**config.mk**
```make
export PLATFORM = sky130hd
export DESIGN_NAME = sdram_bank0
export DESIGN_NICKNAME = d
export VERILOG_FILES = /design/src/sdram_pkg.sv /design/src/bank_arbiter.sv /design/src/prom_loader.sv /design/src/sdram_bank0.sv /design/src/slot_rom.sv /design/src/slot_rw.sv
export SDC_FILE = /design/constraint.sdc
export NUM_CORES = 1
export LEC_CHECK = 0
export BUFFER_PORTS_ARGS = -buffer_cell sky130_fd_sc_hd__buf_2
export CAP_MARGIN = 40
export CORE_ASPECT_RATIO = 0.8
export CORE_MARGIN = 2
export CORE_UTILIZATION = 40
export DETAILED_ROUTE_END_ITERATION = 16
export HOLD_SLACK_MARGIN = 0.05
export PLACE_DENSITY = 0.65
export SLEW_MARGIN = 20
export SYNTH_ARGS = -nofsm -noshare
export SYNTH_HDL_FRONTEND = slang
export SYNTH_SLANG_ARGS = --single-unit
```
**constraint.sdc**
```tcl
create_clock -name clk -period 6.16 [get_ports clk]
set_input_delay 0.308 -clock clk [delete_from_list [all_inputs] [get_ports clk]]
set_output_delay 0.308 -clock clk [all_outputs]
set_load 0.01 [all_outputs]
```
**src/sdram_pkg.sv**
```systemverilog
/* Shared widths, region offsets and handshake structs for SDRAM bank 0
   Slots, loader and arbiter refer to these by scoped name */
package sdram_pkg;

    localparam int sdram_aw = 23;  // Word address into the bank

    // Word bases of each region inside the bank
    localparam logic [sdram_aw-1:0] rom_offset  = 23'h00_0000;
    localparam logic [sdram_aw-1:0] wram_offset = 23'h30_0000;
    localparam logic [sdram_aw-1:0] snd_offset  = 23'h38_0000;

    // Download byte address where the sound ROM begins
    localparam logic [23:0] snd_start = 24'h10_0000;

    // Request towards the bank
    typedef struct packed {
        logic [sdram_aw-1:0] addr;
        logic                rd;
        logic                wr;
        logic [15:0]         din;
        logic [1:0]          mask;  // Set bit keeps that byte
    } bank_req_t;

    // Answer from the bank
    typedef struct packed {
        logic        ack;
        logic        dst;   // Data arriving next
        logic        rdy;   // Access finished, dout valid on reads
        logic [15:0] dout;
    } bank_rsp_t;

    // Requester to arbiter
    typedef struct packed {
        logic                req;
        logic [sdram_aw-1:0] addr;
        logic                wr;
        logic [15:0]         din;
        logic [1:0]          mask;
    } slot_req_t;

    // Arbiter back to one requester
    typedef struct packed {
        logic        ack;
        logic        rdy;
        logic [15:0] dout;
    } slot_rsp_t;

endpackage

```
**src/bank_arbiter.sv**
```systemverilog
`timescale 1ns/1ps
/* Fixed-priority arbiter that owns the bank request interface
   Index 0 wins over 1, 1 over 2, and so on; one access in flight at a time */
module bank_arbiter (
    input  logic                       clk,
    input  logic                       rst_n,
    input  sdram_pkg::slot_req_t [3:0] sreq,
    output sdram_pkg::slot_rsp_t [3:0] srsp,
    output sdram_pkg::bank_req_t       ba_req,
    input  sdram_pkg::bank_rsp_t       ba_rsp
);

    logic [3:0]                     gnt_q;
    logic [3:0]                     pick;
    logic                           busy_q;   // Held from grant until rdy
    logic                           rd_q;
    logic                           wr_q;
    logic [sdram_pkg::sdram_aw-1:0] addr_q;
    logic [15:0]                    din_q;
    logic [1:0]                     mask_q;
    sdram_pkg::slot_req_t           sel;

    // Loop runs from the top so the lowest index with req set wins
    always_comb begin
        pick = '0;
        sel  = '0;
        for (int i = 3; i >= 0; i--) begin
            if (sreq[i].req) begin
                pick = 4'b0001 << i;
                sel  = sreq[i];
            end
        end
    end

    always_ff @(posedge clk or negedge rst_n) begin
        if (!rst_n) begin
            gnt_q  <= '0;
            busy_q <= 1'b0;
            rd_q   <= 1'b0;
            wr_q   <= 1'b0;
        end else if (!busy_q) begin
            if (|pick) begin
                gnt_q  <= pick;
                busy_q <= 1'b1;
                rd_q   <= !sel.wr;
                wr_q   <= sel.wr;
            end
        end else begin
            if (ba_rsp.ack) begin   // Strobe drops the cycle after ack
                rd_q <= 1'b0;
                wr_q <= 1'b0;
            end
            if (ba_rsp.rdy) begin
                gnt_q  <= '0;
                busy_q <= 1'b0;
            end
        end
    end

    always_ff @(posedge clk) begin
        if (!busy_q && |pick) begin
            addr_q <= sel.addr;
            din_q  <= sel.din;
            mask_q <= sel.mask;
        end
    end

    assign ba_req = '{addr: addr_q, rd: rd_q, wr: wr_q, din: din_q, mask: mask_q};

    // Handshake goes back only to the granted requester
    always_comb begin
        for (int i = 0; i < 4; i++) begin
            srsp[i].ack  = gnt_q[i] && ba_rsp.ack;
            srsp[i].rdy  = gnt_q[i] && ba_rsp.rdy;
            srsp[i].dout = ba_rsp.dout;
        end
    end

    // Bank acks only a strobe that is still up
    a_ack_on_strobe: assert property (@(posedge clk) disable iff (!rst_n)
        ba_rsp.ack |-> busy_q && (rd_q || wr_q));

    // rdy closes an access whose strobe was already acked
    a_rdy_after_ack: assert property (@(posedge clk) disable iff (!rst_n)
        ba_rsp.rdy |-> busy_q && !rd_q && !wr_q);

endmodule

```
**src/prom_loader.sv**
```systemverilog
`timescale 1ns/1ps
/* Download port to bank programming writes
   Pairs of bytes form one 16-bit word, placed in the main or sound ROM region */
module prom_loader (
    input  logic                 clk,
    input  logic                 rst_n,
    input  logic                 downloading,
    input  logic                 ioctl_wr,
    input  logic [23:0]          ioctl_addr,
    input  logic [7:0]           ioctl_data,
    output logic                 dwnld_busy,
    output sdram_pkg::slot_req_t sreq,
    input  sdram_pkg::slot_rsp_t srsp
);

    logic                           req_q;
    logic                           wait_q;
    logic [7:0]                     low_q;    // Even byte of the word
    logic [sdram_pkg::sdram_aw-1:0] addr_q;
    logic [15:0]                    data_q;
    logic [23:0]                    snd_rel;
    logic                           pend;
    logic                           take;

    assign pend       = req_q || wait_q;
    assign take       = downloading && ioctl_wr && !pend;  // Bytes ignored while a write waits
    assign snd_rel    = ioctl_addr - sdram_pkg::snd_start;
    assign dwnld_busy = downloading || pend;

    always_ff @(posedge clk or negedge rst_n) begin
        if (!rst_n) begin
            req_q  <= 1'b0;
            wait_q <= 1'b0;
        end else begin
            if (take && ioctl_addr[0])
                req_q <= 1'b1;
            if (req_q && srsp.ack) begin
                req_q  <= 1'b0;
                wait_q <= 1'b1;
            end
            if (wait_q && srsp.rdy)
                wait_q <= 1'b0;
        end
    end

    always_ff @(posedge clk) begin
        if (take) begin
            if (!ioctl_addr[0]) begin
                low_q <= ioctl_data;
            end else begin
                data_q <= {ioctl_data, low_q};
                if (ioctl_addr < sdram_pkg::snd_start)
                    addr_q <= sdram_pkg::rom_offset + ioctl_addr[23:1];
                else
                    addr_q <= sdram_pkg::snd_offset + snd_rel[23:1];
            end
        end
    end

    assign sreq = '{req: req_q, addr: addr_q, wr: 1'b1, din: data_q, mask: 2'b00};

endmodule

```
**src/sdram_bank0.sv**
```systemverilog
`timescale 1ns/1ps
/* Bank 0 front end: main RAM, main ROM and sound ROM slots plus the ROM loader
   all share one SDRAM bank through a fixed-priority arbiter */
module sdram_bank0 #(
    parameter int ram_aw = 17,
    parameter int rom_aw = 20,
    parameter int snd_aw = 16
) (
    input  logic                 clk,
    input  logic                 rst_n,

    // Main CPU work RAM
    input  logic                 main_ram_cs,
    input  logic                 main_ram_wen,
    input  logic [ram_aw-1:0]    main_ram_addr,
    input  logic [15:0]          main_ram_din,
    input  logic [1:0]           main_ram_dsn,
    output logic                 main_ram_ok,
    output logic [15:0]          main_ram_data,

    // Main CPU ROM
    input  logic                 main_rom_cs,
    input  logic [rom_aw-1:0]    main_rom_addr,
    output logic                 main_rom_ok,
    output logic [15:0]          main_rom_data,

    // Sound CPU ROM, byte addressed
    input  logic                 snd_cs,
    input  logic [snd_aw-1:0]    snd_addr,
    output logic                 snd_ok,
    output logic [15:0]          snd_data,   // Upper byte reads zero

    // Download port
    input  logic                 downloading,
    input  logic [23:0]          ioctl_addr,
    input  logic [7:0]           ioctl_data,
    input  logic                 ioctl_wr,
    output logic                 dwnld_busy,

    // Bank interface
    output sdram_pkg::bank_req_t ba_req,
    input  sdram_pkg::bank_rsp_t ba_rsp
);

    sdram_pkg::slot_req_t [3:0] sreq;   // 0 loader, 1 RAM, 2 ROM, 3 sound
    sdram_pkg::slot_rsp_t [3:0] srsp;

    prom_loader u_loader (
        .clk         ( clk          ),
        .rst_n       ( rst_n        ),
        .downloading ( downloading  ),
        .ioctl_wr    ( ioctl_wr     ),
        .ioctl_addr  ( ioctl_addr   ),
        .ioctl_data  ( ioctl_data   ),
        .dwnld_busy  ( dwnld_busy   ),
        .sreq        ( sreq[0]      ),
        .srsp        ( srsp[0]      )
    );

    // CPU slots stay quiet while the loader owns the bank
    slot_rw #(.ram_aw(ram_aw)) u_ram (
        .clk   ( clk                         ),
        .rst_n ( rst_n                       ),
        .cs    ( main_ram_cs && !dwnld_busy  ),
        .wen   ( main_ram_wen                ),
        .addr  ( main_ram_addr               ),
        .din   ( main_ram_din                ),
        .dsn   ( main_ram_dsn                ),
        .ok    ( main_ram_ok                 ),
        .dout  ( main_ram_data               ),
        .sreq  ( sreq[1]                     ),
        .srsp  ( srsp[1]                     )
    );

    slot_rom #(
        .aw        ( rom_aw                 ),
        .byte_mode ( 1'b0                   ),
        .offset    ( sdram_pkg::rom_offset  )
    ) u_rom (
        .clk   ( clk                         ),
        .rst_n ( rst_n                       ),
        .cs    ( main_rom_cs && !dwnld_busy  ),
        .addr  ( main_rom_addr               ),
        .ok    ( main_rom_ok                 ),
        .dout  ( main_rom_data               ),
        .sreq  ( sreq[2]                     ),
        .srsp  ( srsp[2]                     )
    );

    slot_rom #(
        .aw        ( snd_aw                 ),
        .byte_mode ( 1'b1                   ),
        .offset    ( sdram_pkg::snd_offset  )
    ) u_snd (
        .clk   ( clk                    ),
        .rst_n ( rst_n                  ),
        .cs    ( snd_cs && !dwnld_busy  ),
        .addr  ( snd_addr               ),
        .ok    ( snd_ok                 ),
        .dout  ( snd_data               ),
        .sreq  ( sreq[3]                ),
        .srsp  ( srsp[3]                )
    );

    bank_arbiter u_arb (
        .clk    ( clk    ),
        .rst_n  ( rst_n  ),
        .sreq   ( sreq   ),
        .srsp   ( srsp   ),
        .ba_req ( ba_req ),
        .ba_rsp ( ba_rsp )
    );

endmodule

```
**src/slot_rom.sv**
```systemverilog
`timescale 1ns/1ps
/* Read-only client slot with a one-entry word latch
   Serves 16-bit word clients or, in byte mode, 8-bit clients from 16-bit words */
module slot_rom #(
    parameter int                                aw        = 20,
    parameter bit                                byte_mode = 1'b0,
    parameter logic [sdram_pkg::sdram_aw-1:0]    offset    = '0
) (
    input  logic                 clk,
    input  logic                 rst_n,
    input  logic                 cs,
    input  logic [aw-1:0]        addr,
    output logic                 ok,
    output logic [15:0]          dout,
    output sdram_pkg::slot_req_t sreq,
    input  sdram_pkg::slot_rsp_t srsp
);

    logic [aw-1:0] waddr;    // Word index inside the region
    logic [aw-1:0] pend_q;   // Word being fetched
    logic [aw-1:0] tag_q;    // Word held in the latch
    logic [15:0]   data_q;
    logic          valid_q;
    logic          req_q;
    logic          wait_q;
    logic          hit;
    logic          done;
    logic          fresh;
    logic          start;
    logic [15:0]   word;

    assign waddr = byte_mode ? addr >> 1 : addr;
    assign hit   = valid_q && waddr == tag_q;
    assign done  = wait_q && srsp.rdy;
    assign fresh = done && waddr == pend_q;   // Bank answer for the current address
    assign start = cs && !hit && !req_q && !wait_q;
    assign word  = fresh ? srsp.dout : data_q;

    always_ff @(posedge clk or negedge rst_n) begin
        if (!rst_n) begin
            req_q   <= 1'b0;
            wait_q  <= 1'b0;
            valid_q <= 1'b0;
            ok      <= 1'b0;
        end else begin
            if (start)
                req_q <= 1'b1;
            if (req_q && srsp.ack) begin
                req_q  <= 1'b0;
                wait_q <= 1'b1;
            end
            if (done) begin
                wait_q  <= 1'b0;
                valid_q <= 1'b1;
            end
            ok <= cs && (hit || fresh);
        end
    end

    always_ff @(posedge clk) begin
        if (start)
            pend_q <= waddr;
        if (done) begin
            tag_q  <= pend_q;
            data_q <= srsp.dout;
        end
        if (cs && (hit || fresh)) begin
            if (byte_mode)
                dout <= {8'h00, addr[0] ? word[15:8] : word[7:0]};  // Even byte is low
            else
                dout <= word;
        end
    end

    assign sreq = '{
        req:  req_q,
        addr: offset + {{(sdram_pkg::sdram_aw-aw){1'b0}}, pend_q},
        wr:   1'b0,
        din:  16'h0000,
        mask: 2'b11
    };

    // A rdy is only expected for the fetch that was acked
    a_rdy_on_wait: assert property (@(posedge clk) disable iff (!rst_n)
        srsp.rdy |-> wait_q);

endmodule

```
**src/slot_rw.sv**
```systemverilog
`timescale 1ns/1ps
/* Read/write client slot for the main CPU work RAM
   Each new cs or address becomes one bank read or one masked write */
module slot_rw #(
    parameter int ram_aw = 17
) (
    input  logic                 clk,
    input  logic                 rst_n,
    input  logic                 cs,
    input  logic                 wen,
    input  logic [ram_aw-1:0]    addr,
    input  logic [15:0]          din,
    input  logic [1:0]           dsn,
    output logic                 ok,
    output logic [15:0]          dout,
    output sdram_pkg::slot_req_t sreq,
    input  sdram_pkg::slot_rsp_t srsp
);

    logic              req_q;
    logic              wait_q;   // Acked and waiting for rdy
    logic              wen_q;
    logic [ram_aw-1:0] addr_q;
    logic [15:0]       din_q;
    logic [1:0]        mask_q;
    logic              same;
    logic              done;
    logic              start;

    assign same  = cs && addr == addr_q;
    assign done  = wait_q && srsp.rdy;
    // New access unless one is in flight or this one already answered
    assign start = cs && !req_q && !wait_q && !(ok && same);

    always_ff @(posedge clk or negedge rst_n) begin
        if (!rst_n) begin
            req_q  <= 1'b0;
            wait_q <= 1'b0;
            ok     <= 1'b0;
        end else begin
            if (start)
                req_q <= 1'b1;
            if (req_q && srsp.ack) begin
                req_q  <= 1'b0;
                wait_q <= 1'b1;
            end
            if (done)
                wait_q <= 1'b0;
            ok <= same && (ok || done);  // Drops as soon as cs or addr moves
        end
    end

    always_ff @(posedge clk) begin
        if (start) begin
            addr_q <= addr;
            wen_q  <= wen;
            din_q  <= din;
            mask_q <= dsn;
        end
        if (done && !wen_q)
            dout <= srsp.dout;
    end

    assign sreq = '{
        req:  req_q,
        addr: sdram_pkg::wram_offset + {{(sdram_pkg::sdram_aw-ram_aw){1'b0}}, addr_q},
        wr:   wen_q,
        din:  din_q,
        mask: mask_q
    };

    // Ack must land on a request that is still raised
    a_ack_on_req: assert property (@(posedge clk) disable iff (!rst_n)
        srsp.ack |-> sreq.req);

endmodule

```
==> results of run 1 <==
-- flip-flops by register name, summed over array words and instances, names as in the netlist, 2 cells and up --
| register | count |
|---|---|
| u_snd.tag_q | 15 |
| u_rom.pend_q | 20 |
| u_arb.mask_q | 2 |
| u_snd.data_q | 16 |
| u_arb.gnt_q | 4 |
| u_arb.addr_q | 23 |
| u_ram.addr_q | 17 |
| u_rom.dout | 16 |
| u_loader.low_q | 8 |
| u_loader.data_q | 16 |
| u_arb.din_q | 16 |
| u_snd.dout | 8 |
| u_ram.din_q | 16 |
| u_rom.data_q | 16 |
| u_loader.addr_q | 23 |
| u_snd.pend_q | 15 |
| u_ram.dout | 16 |
| u_ram.mask_q | 2 |
| u_rom.tag_q | 20 |
-- repair_timing --
action / in CTS / in global routing
endpoints found under the hold margin: 175 / 0
hold buffers: 116 / 0
gates resized for setup: 0 / 0
buffers inserted: 0 / 0
-- metal layers --
metal  vias up  track usage, %  routed length [µm]
met5         -               0                   0
li1       3205               -                   -
met1      3420           26.78               12310
met3        40           3.515                2047
met4         0           4.432                 609
met2       276           29.49               12650
-- final cells by class --
type | instances | area [µm²] | area share (%)
Antenna cell | 3 | 7.507 | 0.05048
Inverter | 11 | 41.29 | 0.2777
Multi-Input combinational cell | 327 | 2546 | 17.12
Sequential cell | 286 | 8489 | 57.09
Tap cell | 364 | 455.4 | 3.063
Clock buffer | 37 | 828.3 | 5.570
Timing Repair Buffer | 344 | 2386 | 16.05
Clock inverter | 17 | 116.4 | 0.7825
-- worst paths after layout --
kind | start | endpoint | slack, ns | cells after the start
min in group asynchronous | rst_n | u_arb.wr_q$_DFFE_PN0P_ | 0.29 | 2
hold / removal | ba_rsp[16] | u_arb.gnt_q[3]$_DFFE_PN0P_ | 0.1 | 2
hold reg to reg | u_loader.low_q[5]$_DFFE_PP_ | u_loader.data_q[5]$_DFFE_PP_ | 0.42 | 0
max in group asynchronous | rst_n | u_loader.req_q$_DFFE_PN0P_ | 5.47 | 2
setup reg to reg | u_arb.gnt_q[2]$_DFFE_PN0P_ | u_rom.dout[0]$_DFFE_PP_ | 3.53 | 6
setup / recovery | u_arb.gnt_q[2]$_DFFE_PN0P_ | u_rom.dout[0]$_DFFE_PP_ | 3.53 | 6
-- Yosys cell counts, drive strengths merged, types with 4 or more instances --
cell type	n
a21o	4
a21oi	15
a22o	18
a22oi	33
a31oi	4
and3	4
buf	18
clkbuf	15
dfrtp	20
edfxtp	266
inv	11
mux2	16
mux4	8
nand2	21
nand2b	4
nand3	7
nand4	20
nor2	15
nor3	6
nor4	11
o21ai	20
xnor2	68
xor2	22
-- through the flow --
stage | worst slack [ns] | utilization [%] | std cells
floorplan | 3.009 | - | 657
global placement | 3.065 | 46.15 | 1211
detailed placement | 3.378 | 46.51 | 1216
CTS | 3.514 | 54.18 | 1386
global route | 3.403 | 54.20 | 1388
finish | 3.533 | 54.21 | 1389
-- cells by family after synthesis --
family / share of synthesized area (%)
AOI/OAI and AO/OA: 6.287
xor gates and xnor gates: 7.035
adders and majority gates: 0.3350
buffers and inverters: 2.077
DFF: 75.76
muxes: 3.640
other: 0.03347
and+or+nand+nor: 4.835
-- power groups by stage --
stage / clock [µW] / sequential [µW] / combinational, µW
3_3_place_gp: 0 / 2670 / 1030
2_1_floorplan: 0 / 2710 / 534
5_1_grt: 1840 / 2670 / 1220
4_1_cts: 1760 / 2640 / 1120
6_report: 1730 / 2640 / 1110
3_5_place_dp: 0 / 2670 / 1060
==> results.ini, run 1 <==
[run_status]
status=finished, final reports clean

[power]
leakagePower_uw=0.005458
power_frac_seq_pct=48.2
sw_frac_of_total_pct=28.48
p_int_uw=3919
peakVddDrop_mv=0.2367
comb_power_share_pct=20.3
finalPower_uw=5479
p_per_area_nw_per_um2=368.4
switching_power_uw=1560
clock_power_share_pct=31.5

[yosys]
syn_inst=650
synth_area_um2=11200
yosysTopAreaCellShare_pct=71.29
synth_area_per_cell_um2=17.24
yosys_register_bits=286
ys_seq_area_share_pct=75.76
ys_types=47
yosysTopAreaCell=edfxtp_1
synth_area_leaders=edfxtp_1 71%, xnor2_1 5.3%, dfrtp_1 4.5%
ys.flop_type=edfxtp_1
async_reset_ff_share_pct=6.993
yosysWarnings=0
synth_edf_count=266

[worst_setup_path]
worstPathCellList=and3_2, buf_4, nor4b_2, and4_1, buf_8, mux2_2
critical_path.slowest_cell=buf_4
critPathTopFamily=simple AND/OR/NAND/NOR gates
worstPathArrival_ns=2.93
cp_max_fo=40
start_kind=register
crit_type=reg2reg
end_kind=register
crit_path_max_incr_delay_ns=0.46
path_buf_inv=2
cp.required_ns=6.46

[place]
io_buffers=215
gp_congestion=0.7877
placed_area_um2=12760
dpl.hpwl_um=18550

[timing]
fmax_mhz=380.7
finClkSkew_ns=0.008320
period_share_pct=42.64
hold_ws_ns=0.09935
finalSetupTns_ns=0
relSlewSlack_pct=52.70
hold_viol_final=0
slew_viol_final=0
setup-violations-final=0
finalCriticalPeriod_ns=2.627
tightest_slew_ns=0.7068
grt_setup_unrepaired=false

[die]
dieArea_um2=29370
ios=225
die_height_um=153.7
core_um2=27430
start_util_pct=40.85
core.rowCount=54
fp.dieW_um=191.1

[clock_tree]
clk_path_buf_depth=3
cts_max_level=1
worst_skew_pair.late_latency_ns=0.55
cts.clk_slew.worst_paths_ns=0.06
numCtsBuffers=30
clockRootBuffer=clkbuf_16
cts.sinks=286
cts_tree=done

[finish]
nets=1133
fill_cells=2251
mostFrequentLayoutCell=edfxtp_1
final_area_um2=14870
drive_above_1_share_pct=30.53
final_cell_mix=266 x edfxtp_1, 215 x buf_2, 116 x dlygate4sd3_1, 68 x xnor2_1, 33 x a22oi_1
syn2layout_area_growth_pct=32.72

[global_route]
grt.overflow.total=0
antenna_found_initial=3
globalRouteTotalUtil_pct=18.63
grt_pass1_wl_um=41370
grt_max_degree=71
first_global_vias=7003

[min_path]
min_path_type=in2reg

[drt]
drt_pass1_iterations=5
final_antenna_net_count=0
wl_per_cell_um=19.89
drt-total-wl_um=27620
drtIter0Drc=435
viasPerCell=4.997
drc=0
vias=6941

[run]
maxCapViolCount=0

Note: power is estimated with default switching activity, not from simulation.
==> run 2, diff against run 1 <==
- PLACE_DENSITY: 0.65 -> 0.67
- clock period: 6.16 -> 2.2 ns (I/O delays scaled with it)
==> run 2 against run 1 <==
  * Utilization increased by 2.9 points
  * Critical path depth unchanged
  * Routed wire length increased by 8.2%
  * Clock-buffer cell count decreased by 2
  * Worst hold slack improved by 0.028 ns
  * Total power increased to 2.9 times the previous value
  * Non-clock buffer count increased by 68
  * Die area unchanged
  * Setup slack got worse by 3.5 ns
  * Critical path type unchanged
  * Critical endpoint is now u_rom.dout[9]$_DFFE_PP_
  * Largest power group unchanged
  * Highest routed layer unchanged
==> results.ini, run 2 (synthesis results as in run 1) <==
[global_route]
grt.overflow.total=0  ; unchanged
first_global_vias=7502  ; +7.1%
grt_pass1_wl_um=43310  ; +4.7%
globalRouteTotalUtil_pct=19.53  ; +0.90 points
antenna_found_initial=3  ; unchanged
grt_max_degree=49  ; -31%

[finish]
final_cell_mix=266 x edfxtp_1, 215 x buf_2, 124 x dlygate4sd3_1, 64 x buf_4, 55 x xnor2_1
top_regs=u_arb.addr_q: 23 flops, u_loader.addr_q: 23 flops
syn2layout_area_growth_pct=39.90
nets=1200  ; +5.9%
drive_above_1_share_pct=36.18  ; +5.7 points
mostFrequentLayoutCell=edfxtp_1
fin_cells=1456  ; +4.8%
final_area_um2=15680  ; +5.4%

[run]
maxCapViolCount=0  ; unchanged

[die]
dieArea_um2=29370  ; unchanged
fp.dieW_um=191.1  ; unchanged
start_util_pct=40.85  ; unchanged
core_um2=27430  ; unchanged
die_height_um=153.7  ; unchanged
ios=225  ; unchanged
core.rowCount=54  ; unchanged

[timing]
period_share_pct=99.01  ; +56 points
fmax_mhz=459.1  ; +21%
grt_setup_unrepaired=true
tightest_slew_ns=0.6465  ; -0.06028 ns
finClkSkew_ns=0.009304  ; +0.0009837 ns
finalCriticalPeriod_ns=2.178  ; -0.4486 ns
hold_viol_final=0  ; unchanged
relSlewSlack_pct=56.54  ; +3.8 points
setup-violations-final=0  ; unchanged
slew_viol_final=0  ; unchanged
finalSetupTns_ns=0  ; unchanged

[place]
io_buffers=215  ; unchanged
dpl.hpwl_um=19480  ; +5.0%
dp_cells=1263  ; +3.9%
placed_area_um2=13160  ; +3.1%
gp_congestion=0.8099  ; +2.8%

[worst_setup_path]
ff2ff_path_depth=6  ; unchanged
worstPathArrival_ns=2.46  ; -0.47 ns
worstPathCellList=xnor2_2, nand4_1, nor4_2, and4_4, clkbuf_16, mux2_4
critical_path.slowest_cell=edfxtp_1
crit_path_max_incr_delay_ns=0.46  ; about the same
critPathTopFamily=simple AND/OR/NAND/NOR gates
crit_type=reg2reg
cp.required_ns=2.48  ; -3.98 ns
start_kind=register
worstSetupPathDepth=6  ; unchanged
cp_max_fo=8  ; -80%
path_buf_inv=1  ; -1
end_kind=register

[clock_tree]
cts.sinks=286  ; unchanged
cts_tree=done
clk_path_buf_depth=3  ; unchanged
clockRootBuffer=clkbuf_16
cts.clk_slew.worst_paths_ns=0.06  ; about the same
numCtsBuffers=28  ; -6.7%
worst_skew_pair.late_latency_ns=0.54  ; about the same
cts_max_level=1  ; unchanged

[drt]
dr_wl_met3_um=2464  ; +20%
drc=0  ; unchanged
drt_pass1_iterations=5  ; unchanged
final_antenna_net_count=0  ; unchanged
drt-total-wl_um=29890  ; +8.2%
highest_layer=met4
vias=7302  ; +5.2%
viasPerCell=5.015  ; +0.36%
wl_per_cell_um=20.53  ; +3.2%
drtIter0Drc=646  ; +49%
wl_met2_um=14270  ; +13%
drt-met1-wl_um=12590  ; +2.3%

[power]
p_per_area_nw_per_um2=1004  ; +170%
leakagePower_uw=0.005914  ; +8.4%
peakVddDrop_mv=0.6753  ; +190%

[min_path]
min_path_type=in2reg
holdPathStages=5  ; +3

[run_status]
status=finished, final reports clean

-- run 2: cell types whose count changed in the layout (fill, tap and decap cells not counted), moves of 2 or more --
cell           change
buf_8              -2
clkinv_2           -3
xnor2_1           -13
nor4_1             -8
nor4_2             +7
buf_12             +6
xnor2_2           +13
mux2_2             -6
dlygate4sd3_1      +8
mux2_4             +6
bufinv_16          +2
buf_4             +56
-- run 2: layout make-up --
type / instances / area, µm²
well taps: 364 / 455.4
flip-flops and latches: 286 / 8489
repair buffers: 412 / 2990
clock buffers: 35 / 778.2
inverters: 11 / 41.29
multi-input cells: 328 / 2739
diodes: 3 / 7.507
fillers: 2190 / 11760
clock inverters: 17 / 173.9
-- run 2: power breakdown --
group | switching (µW) | total (µW) | internal (µW)
sequential | 355 | 7340 | 6990
combinational | 2100 | 3510 | 1410
clock | 2020 | 4890 | 2870
total | 4470 | 15700 | 11300
-- run 2: path summary, 6_finish.rpt --
check,from,end,slack [ns]
worst max register to register,u_rom.pend_q[1]$_DFFE_PP_,u_rom.dout[9]$_DFFE_PP_,0.02
worst max-delay path,u_rom.pend_q[1]$_DFFE_PP_,u_rom.dout[9]$_DFFE_PP_,0.02
min in group asynchronous,rst_n,u_arb.gnt_q[1]$_DFFE_PN0P_,0.14
worst min-delay path,ioctl_addr[22],u_loader.addr_q[21]$_DFFE_PP_,0.13
worst min register to register,u_loader.low_q[4]$_DFFE_PP_,u_loader.data_q[4]$_DFFE_PP_,0.43
max in group asynchronous,rst_n,u_loader.req_q$_DFFE_PN0P_,1.65
-- run 2: timing repair --
action,in CTS,in global routing
hold buffers,124,0
gates cloned,0,2
gates resized for setup,6,26
setup endpoints to repair,24,69
buffers inserted,0,12
pin swaps,0,12
hold endpoints to repair,222,0
-- run 2: metrics by stage --
stage / utilization (%) / hold slack [ns] / setup WS, ns / total power (µW)
CTS: 56.12 / 0.08083 / 0.001675 / 15760
global placement: 47.87 / 0.1231 / -0.1118 / 10630
floorplan: - / -0.1856 / -0.08144 / 9095
global route: 57.13 / 0.1424 / -0.03616 / 16420
finish: 57.14 / 0.1269 / 0.02184 / 15740
detailed placement: 47.97 / 0.1250 / -0.07802 / 10690
-- run 2: layer usage --
layer	track usage [%]	vias up
met5	0	-
met3	4.428	36
met1	26.60	3610
met2	32.07	310
met4	4.469	0
li1	-	3346
-- run 2: worst min-delay path: stages --
cell and delay (ns):
buf_2 0.07, inv_1 0.07, nand2_1 0.11, nor2_1 0.07
nor2_1 0.10
